===== config.mk =====
export PLATFORM = sky130hd
export DESIGN_NAME = dot_engine_top
export DESIGN_NICKNAME = d
export VERILOG_FILES = /design/src/common/dot_pkg.sv /design/src/dp_unit/dp_unit.sv /design/src/weight_buffer.sv /design/src/dot_accumulator.sv /design/src/dot_ctrl.sv /design/src/dot_engine_top.sv
export SDC_FILE = /design/constraint.sdc
export NUM_CORES = 2
export LEC_CHECK = 0
export ABC_AREA = 1
export BUFFER_PORTS_ARGS = -buffer_cell sky130_fd_sc_hd__buf_2
export CAP_MARGIN = 20
export CELL_PAD_IN_SITES_DETAIL_PLACEMENT = 1
export CELL_PAD_IN_SITES_GLOBAL_PLACEMENT = 2
export CORE_MARGIN = 2
export CORE_UTILIZATION = 41
export DETAILED_ROUTE_END_ITERATION = 8
export PLACE_DENSITY = 0.8
export SYNTH_ARGS = -nofsm -noshare
export SYNTH_HDL_FRONTEND = slang
export SYNTH_HIERARCHICAL = 1
export SYNTH_SLANG_ARGS = --single-unit
export TNS_END_PERCENT = 10

===== constraint.sdc =====
create_clock -name clk -period 4.9 [get_ports clk]
set_input_delay 0.735 -clock clk [delete_from_list [all_inputs] [get_ports clk]]
set_output_delay 0.735 -clock clk [all_outputs]
set_load 0.02 [all_outputs]

===== src/common/dot_pkg.sv =====
`default_nettype none

package dot_pkg;

  //////////////////////////////
  // Lane and word geometry
  //////////////////////////////

  // Multiplier lanes per operand word
  localparam int N_LANES = 4;
  // One signed element
  localparam int LANE_W = 8;
  // Full operand word, four lanes packed
  localparam int WORD_W = N_LANES * LANE_W;
  // Product of two lanes
  localparam int PROD_W = 2 * LANE_W;
  // Adder tree and accumulator width
  localparam int ACC_W = 32;

  //////////////////////////////
  // Vector sizing and timing
  //////////////////////////////

  // Weight words per vector
  localparam int VEC_DEPTH = 16;
  localparam int ADDR_W = 4;
  // Operand latch edge to valid sum at dp_unit out
  localparam int DP_LATENCY = 4;

  // Run control state codes
  localparam logic [1:0] ST_IDLE = 2'd0;
  localparam logic [1:0] ST_STREAM = 2'd1;
  localparam logic [1:0] ST_DRAIN = 2'd2;

  //////////////////////////////
  // Operand word
  //////////////////////////////

  // Same 32 bits seen two ways
  // Lane 0 sits in the lowest byte
  typedef union packed {
    logic [WORD_W-1:0] raw;
    logic [N_LANES-1:0][LANE_W-1:0] lanes;
  } operand_word_t;

endpackage

`default_nettype wire


===== src/dp_unit/dp_unit.sv =====
`default_nettype none

module dp_unit
  import dot_pkg::*;
(
  input wire logic clk,
  input wire logic reset,
  input wire logic enable,
  input wire operand_word_t in_a,
  input wire operand_word_t in_b,
  // Bit 1 latches in_a, bit 0 latches in_b
  input wire logic [1:0] in_valid,
  output logic signed [ACC_W-1:0] out
);

  //////////////////////////////
  // Pipeline registers
  //////////////////////////////

  // Per-lane operand registers
  logic signed [LANE_W-1:0] op_a_q [N_LANES];
  logic signed [LANE_W-1:0] op_b_q [N_LANES];
  // Lane products
  logic signed [PROD_W-1:0] prod_q [N_LANES];
  // First tree level, one sum per lane pair
  logic signed [ACC_W-1:0] pair_q [N_LANES/2];
  // Second tree level
  logic signed [ACC_W-1:0] tree_q;
  // Output register
  logic signed [ACC_W-1:0] out_q;

  assign out = out_q;

  //////////////////////////////
  // Operand latches
  //////////////////////////////

  always_ff @(posedge clk) begin
    if (reset) begin
      for (int i = 0; i < N_LANES; i++) begin
        op_a_q[i] <= '0;
        op_b_q[i] <= '0;
      end
    end else if (enable) begin
      // Each side loads only on its own strobe
      if (in_valid[1]) begin
        for (int i = 0; i < N_LANES; i++) begin
          op_a_q[i] <= $signed(in_a.lanes[i]);
        end
      end
      if (in_valid[0]) begin
        for (int i = 0; i < N_LANES; i++) begin
          op_b_q[i] <= $signed(in_b.lanes[i]);
        end
      end
    end
  end

  //////////////////////////////
  // Multiply and adder tree
  //////////////////////////////

  always_ff @(posedge clk) begin
    if (reset) begin
      for (int i = 0; i < N_LANES; i++) begin
        prod_q[i] <= '0;
      end
      for (int i = 0; i < N_LANES / 2; i++) begin
        pair_q[i] <= '0;
      end
      tree_q <= '0;
      out_q <= '0;
    end else if (enable) begin
      // Signed 8x8 products, one per lane
      for (int i = 0; i < N_LANES; i++) begin
        prod_q[i] <= op_a_q[i] * op_b_q[i];
      end
      // Pairwise sums, products sign extended to ACC_W
      for (int i = 0; i < N_LANES / 2; i++) begin
        pair_q[i] <= ACC_W'(prod_q[2*i]) + ACC_W'(prod_q[2*i+1]);
      end
      // Final level of the tree
      tree_q <= pair_q[0] + pair_q[1];
      out_q <= tree_q;
    end
  end

endmodule

`default_nettype wire


===== src/weight_buffer.sv =====
`default_nettype none

module weight_buffer
  import dot_pkg::*;
(
  input wire logic clk,
  input wire logic reset,
  // Write port, host side
  input wire logic wr_en,
  input wire logic [ADDR_W-1:0] wr_addr,
  input wire operand_word_t wr_data,
  // Read port, run control side
  input wire logic rd_en,
  input wire logic [ADDR_W-1:0] rd_addr,
  output operand_word_t rd_data
);

  //////////////////////////////
  // Storage
  //////////////////////////////

  // One packed weight word per vector position
  operand_word_t mem [VEC_DEPTH];

  // Registered read data
  operand_word_t rd_data_q;

  assign rd_data = rd_data_q;

  // Synchronous write
  always_ff @(posedge clk) begin
    if (wr_en) begin
      mem[wr_addr] <= wr_data;
    end
  end

  //////////////////////////////
  // Read port
  //////////////////////////////

  // Holds its value between reads
  // Word appears one cycle after rd_en
  always_ff @(posedge clk) begin
    if (reset) begin
      rd_data_q <= '0;
    end else if (rd_en) begin
      rd_data_q <= mem[rd_addr];
    end
  end

endmodule

`default_nettype wire


===== src/dot_accumulator.sv =====
`default_nettype none

module dot_accumulator
  import dot_pkg::*;
(
  input wire logic clk,
  input wire logic reset,
  // Zero the sum at the start of a run
  input wire logic clear,
  // Tagged pipeline output is valid
  input wire logic add,
  input wire logic signed [ACC_W-1:0] sum_in,
  output logic signed [ACC_W-1:0] acc
);

  //////////////////////////////
  // Running sum
  //////////////////////////////

  logic signed [ACC_W-1:0] acc_q;
  logic signed [ACC_W-1:0] acc_next;

  assign acc = acc_q;

  // Next value of the sum
  // Clear has priority over add
  always_comb begin
    acc_next = acc_q;
    if (clear) begin
      acc_next = '0;
    end else if (add) begin
      // Two's complement wrap, no saturation
      acc_next = acc_q + sum_in;
    end
  end

  //////////////////////////////
  // State
  //////////////////////////////

  // Value holds after done until the next clear
  always_ff @(posedge clk) begin
    if (reset) begin
      acc_q <= '0;
    end else begin
      acc_q <= acc_next;
    end
  end

endmodule

`default_nettype wire


===== src/dot_ctrl.sv =====
`default_nettype none

module dot_ctrl
  import dot_pkg::*;
(
  input wire logic clk,
  input wire logic reset,
  // Host side
  input wire logic start,
  input wire logic [ADDR_W-1:0] vec_last,
  input wire logic act_valid,
  input wire logic [WORD_W-1:0] act_data,
  input wire logic w_wr,
  output logic busy,
  output logic done,
  // Weight buffer
  output logic buf_wr_en,
  output logic rd_en,
  output logic [ADDR_W-1:0] rd_addr,
  // Dot unit
  output operand_word_t op_a,
  output logic lat_a,
  output logic lat_b,
  output logic dp_enable,
  // Accumulator
  output logic acc_clear,
  output logic acc_add
);

  //////////////////////////////
  // Control state
  //////////////////////////////

  logic [1:0] state_q;
  logic [ADDR_W-1:0] cnt_q;
  logic [ADDR_W-1:0] last_q;
  // Read strobe delayed to line up with rd_data
  logic lat_q;
  // One bit per word inside dp_unit
  logic [DP_LATENCY-1:0] pipe_q;
  logic add_q;
  logic done_q;
  operand_word_t op_a_q;

  logic is_idle;
  logic accept;
  logic finish;

  assign is_idle = (state_q == ST_IDLE);
  // Strobes only count while streaming
  assign accept = act_valid && (state_q == ST_STREAM);
  // Last sum being added, nothing left behind it
  assign finish = (state_q == ST_DRAIN) && add_q && !lat_q && (pipe_q == '0);

  assign busy = !is_idle;
  assign done = done_q;
  // Host writes dropped during a run
  assign buf_wr_en = w_wr && is_idle;
  assign rd_en = accept;
  assign rd_addr = cnt_q;
  assign op_a = op_a_q;
  assign lat_a = lat_q;
  assign lat_b = lat_q;
  assign dp_enable = busy;
  assign acc_clear = start && is_idle;
  assign acc_add = add_q;

  //////////////////////////////
  // Idle / stream / drain FSM
  //////////////////////////////

  always_ff @(posedge clk) begin
    if (reset) begin
      state_q <= ST_IDLE;
      cnt_q <= '0;
      last_q <= '0;
      done_q <= 1'b0;
    end else begin
      done_q <= finish;
      case (state_q)
        ST_IDLE: begin
          if (start) begin
            state_q <= ST_STREAM;
            cnt_q <= '0;
            last_q <= vec_last;
          end
        end
        ST_STREAM: begin
          if (accept) begin
            cnt_q <= cnt_q + 1'b1;
            // Final word issued, wait for the pipe
            if (cnt_q == last_q) begin
              state_q <= ST_DRAIN;
            end
          end
        end
        ST_DRAIN: begin
          if (finish) begin
            state_q <= ST_IDLE;
          end
        end
        default: state_q <= ST_IDLE;
      endcase
    end
  end

  //////////////////////////////
  // Operand and tag pipe
  //////////////////////////////

  // Activation captured alongside the weight read
  always_ff @(posedge clk) begin
    if (accept) begin
      op_a_q.raw <= act_data;
    end
  end

  // Tag follows each word through dp_unit
  always_ff @(posedge clk) begin
    if (reset) begin
      lat_q <= 1'b0;
      pipe_q <= '0;
      add_q <= 1'b0;
    end else begin
      lat_q <= accept;
      pipe_q <= {pipe_q[DP_LATENCY-2:0], lat_q};
      add_q <= pipe_q[DP_LATENCY-1];
    end
  end

endmodule

`default_nettype wire


===== src/dot_engine_top.sv =====
`default_nettype none

module dot_engine_top
  import dot_pkg::*;
(
  input wire logic clk,
  input wire logic reset,
  // Weight load
  input wire logic w_wr,
  input wire logic [ADDR_W-1:0] w_addr,
  input wire logic [WORD_W-1:0] w_data,
  // Run control
  input wire logic start,
  input wire logic [ADDR_W-1:0] vec_last,
  input wire logic act_valid,
  input wire logic [WORD_W-1:0] act_data,
  output logic busy,
  output logic done,
  output logic signed [ACC_W-1:0] result
);

  //////////////////////////////
  // Internal nets
  //////////////////////////////

  logic buf_wr_en;
  logic rd_en;
  logic [ADDR_W-1:0] rd_addr;
  operand_word_t rd_data;
  operand_word_t op_a;
  operand_word_t wr_word;
  logic lat_a;
  logic lat_b;
  logic dp_enable;
  logic acc_clear;
  logic acc_add;
  logic signed [ACC_W-1:0] dp_out;

  assign wr_word.raw = w_data;

  dot_ctrl dot_ctrl_i (
    .clk, .reset, .start, .vec_last, .act_valid, .act_data, .w_wr,
    .busy, .done, .buf_wr_en, .rd_en, .rd_addr, .op_a,
    .lat_a, .lat_b, .dp_enable, .acc_clear, .acc_add
  );

  weight_buffer weight_buffer_i (
    .clk, .reset, .wr_en(buf_wr_en), .wr_addr(w_addr), .wr_data(wr_word),
    .rd_en, .rd_addr, .rd_data
  );

  // Weight word goes straight from the buffer to operand b
  dp_unit dp_unit_i (
    .clk, .reset, .enable(dp_enable), .in_a(op_a), .in_b(rd_data),
    .in_valid({lat_a, lat_b}), .out(dp_out)
  );

  dot_accumulator dot_accumulator_i (
    .clk, .reset, .clear(acc_clear), .add(acc_add), .sum_in(dp_out), .acc(result)
  );

endmodule

`default_nettype wire


==> results.yml <==
pwr:
  p_leak_nw: 24.79
  p_total_w: 0.02099
  vdd_drop_max_v: 0.0003097
  p_per_area_nw_per_um2: 391.1
grt:
  grt_start_max_net_pins: 167
  grt_pass1_vias: 36950
  grt_overflow: 0
  grt_pass1_wl_mm: 209.4
  grtUsageTotal_pct: 22.14
  antenna_found_initial: 9
setup_path:
  rr_startpoint: "dp_unit_i/op_b_q[1][0]"
  crit_fanout: 8
  arrival_ns: 4.86
  critPathLaunchType: "register"
  path_class: "reg -> reg"
  startpoint: "dp_unit_i/op_b_q[1][0]"
  worstPathRequired_ns: 5.35
  cp-end-kind: "register"
timing:
  period_needed_ns: 4.411
  period_share_pct: 90.02
  fmax_mhz: 226.7
  rsz0062_at_grt: "false"
  finalMaxSlewViolations: 0
  fin_setup_tns_ns: 0
  slew_headroom_pct: 30.73
  tightest_slew_ns: 1.039
  setup_viol: 0
  hold_violations: 0
  finClkSkew_ns: 0.04216
cts:
  htree_levels: 3
  ctsResizeCount: 0
  cts-buffers-inserted: 95
  insertion_delay_ns: 0.71
  clock_sinks: 851
  ctsHoldBuffers: 0
  cts_tree: "built"
  clk_path_buf_depth: 3
  clk_pin_slew_ns: 0.06
  cts_setup_buffers: 0
  cts_root_buf: "clkbuf_16"
synthesis:
  synth_compound_area_share_pct: 3.703
  synth.avg_cell_area_um2: 9.015
  synth-edff-count: 706
  synth_top_family_by_area: "simple AND/OR/NAND/NOR gates"
  synth-simple-area-share_pct: 22.13
  netlist_area_um2: 48630
  synthArstFlopShare_pct: 0
  synth-xor-area-share_pct: 0.5584
  synth_seq_cells: 851
  ys_types: 47
  muxShareOfSynthArea_pct: 0
  seq_area_frac_synth_pct: 49.57
  synthCells: 5394
  synthAdderAreaFrac_pct: 14.29
  synthFlopType: "edfxtp_1"
  syn_nets: 5892
  ys.warnings.count: 6
job:
  maxCapViolations: 0
placed_design:
  gp_congestion: 0.8333
  place.detailed.hpwl_mm: 90.89
  port_buffers: 110
  placed_area_um2: 50450
floorplan:
  rows: 126
  start_util_pct: 41.23
  die_h_um: 348.4
  pin_count: 111
  die_width_um: 348.4
  fp.coreArea_um2: 117900
  die_area_um2: 121400
route:
  post_drt_via_cell_ratio: 4.994
  drc: 0
  drt-wirelength-per-cell_um: 18.87
  drtIter0Drc: 1759
  ant_nets: 0
  drt_wl_total_mm: 133.0
  num_vias: 35200
  first_pass_iters: 5
layout:
  design_area_um2: 53670
  fin_nets: 5930
  syn_to_final_growth_pct: 10.37
  drive_above_1_share_pct: 7.149
  mostFrequentLayoutCell: "nand2_1"
  n_fill_cell: 13650
  mostFrequentLayoutCells: "nand2_1, inv_1, edfxtp_1"
status:
  status: "complete, no violations"
hold_path:
  hold_path.class: "in -> reg"
  worst_hold_startpoint: "act_data[22]"
power breakdown:
| part | switching (W) | internal [W] | total [W] |
|---|---|---|---|
| sequential | 0.000363 | 0.00848 | 0.00884 |
| clock | 0.00310 | 0.00422 | 0.00732 |
| combinational | 0.00328 | 0.00155 | 0.00483 |
worst max-delay path, stage by stage, from the launching register on:
cell      delay [ns]
edfxtp_1        0.56
nand2_1         0.14
inv_1           0.08
fa_1            0.50
inv_1           0.06
fa_1            0.50
inv_1           0.06
fa_1            0.54
inv_1           0.05
fa_1            0.47
inv_1           0.04
ha_1            0.35
a21oi_1         0.26
nand2_1         0.16
nand3_1         0.11
nand2_1         0.07
o21ai_0         0.15
a21oi_1         0.06
sequential cells by signal, summed over array words and instances, names as in the netlist, 32 cells and up:
signal and count:
dp_unit_i/pair_q 34, weight_buffer_i/mem 512, dot_accumulator_i/acc 32, dot_ctrl_i/op_a 32, dp_unit_i/prod_q 64, weight_buffer_i/rd_data 32, dp_unit_i/tree_q 32, dp_unit_i/out 32
dp_unit_i/op_b_q 32, dp_unit_i/op_a_q 32
cells by family after synthesis:
logic type / count (synthesis)
AOI/OAI and AO/OA: 331
xor gates and xnor gates: 31
adders and majority gates: 421
buffers and inverters: 1152
DFF: 851
and+or+nand+nor: 2608
layout make-up:
type,instances,area (µm²),area share (%)
multi-input cells,3391,19910,37.10
repair buffers,157,991.0,1.846
well taps,1536,1922,3.581
clock inverters,58,671.9,1.252
inverters,936,3533,6.584
flip-flops and latches,851,24110,44.93
clock buffers,118,2522,4.700
diodes,1,2.502,0.004663
synthesized netlist by cell type, types with 6 or more instances:
cell      instances  area, µm²
nand3b_1         17      127.6
nand4_1           7      43.79
o21bai_1         10      75.07
a22o_1           17      148.9
and2_1            6      37.54
nand3_1         531       2658
inv_2             9      33.78
buf_4            35      262.8
o21ai_0          97      485.5
inv_1           925       3472
fa_1            224       4484
or2_2             9      56.30
buf_2            45      225.2
nand2_2          18      112.6
clkbuf_1         95      356.6
a21oi_1         158      790.8
edfxtp_1        706      21200
o21ai_1          26      130.1
ha_1            197       2465
buf_6            23      259.0
nor2_1          432       1622
nor3_1           11      55.05
xnor2_1          11      96.34
xor2_1           20      175.2
dfxtp_1         145       2903
nor2_2            8      50.05
nand2_1        1553       5829
a21o_1            7      52.55
o21a_1            8      60.06
buf_1            14      52.55
metal layers:
metal / part of all wire [%] / track usage (%) / vias to the layer above / wire length [µm]
met1: 45 / 28.57 / 17310 / 59480
met5: 0.031 / 0 / - / 41
met3: 3.4 / 3.038 / 230 / 4553
met2: 49 / 38.62 / 527 / 65030
met4: 2.9 / 6.685 / 8 / 3900
li1: - / - / 17120 / -
through the flow:
step	worst slack, ns	hold WS [ns]	utilization, %	cells
after floorplan	0.6277	0.4030	-	5394
after global placement	0.5927	0.4032	42.79	6870
after detailed placement	0.4859	0.4168	42.79	6870
after CTS	0.4683	0.1556	45.49	7046
after global routing	0.2390	0.1628	45.51	7047
final	0.4889	0.2053	45.51	7048
path summary, 6_finish.rpt:
path	end	slack, ns	cells past startpoint
worst min register to register	dot_ctrl_i/acc_add	0.42	2
worst max-delay path	dp_unit_i/prod_q[0][28]	0.49	17
worst max register to register	dp_unit_i/prod_q[0][28]	0.49	17
worst min-delay path	dot_ctrl_i/op_a[22]	0.21	1
(Power assumes the default switching activity.)
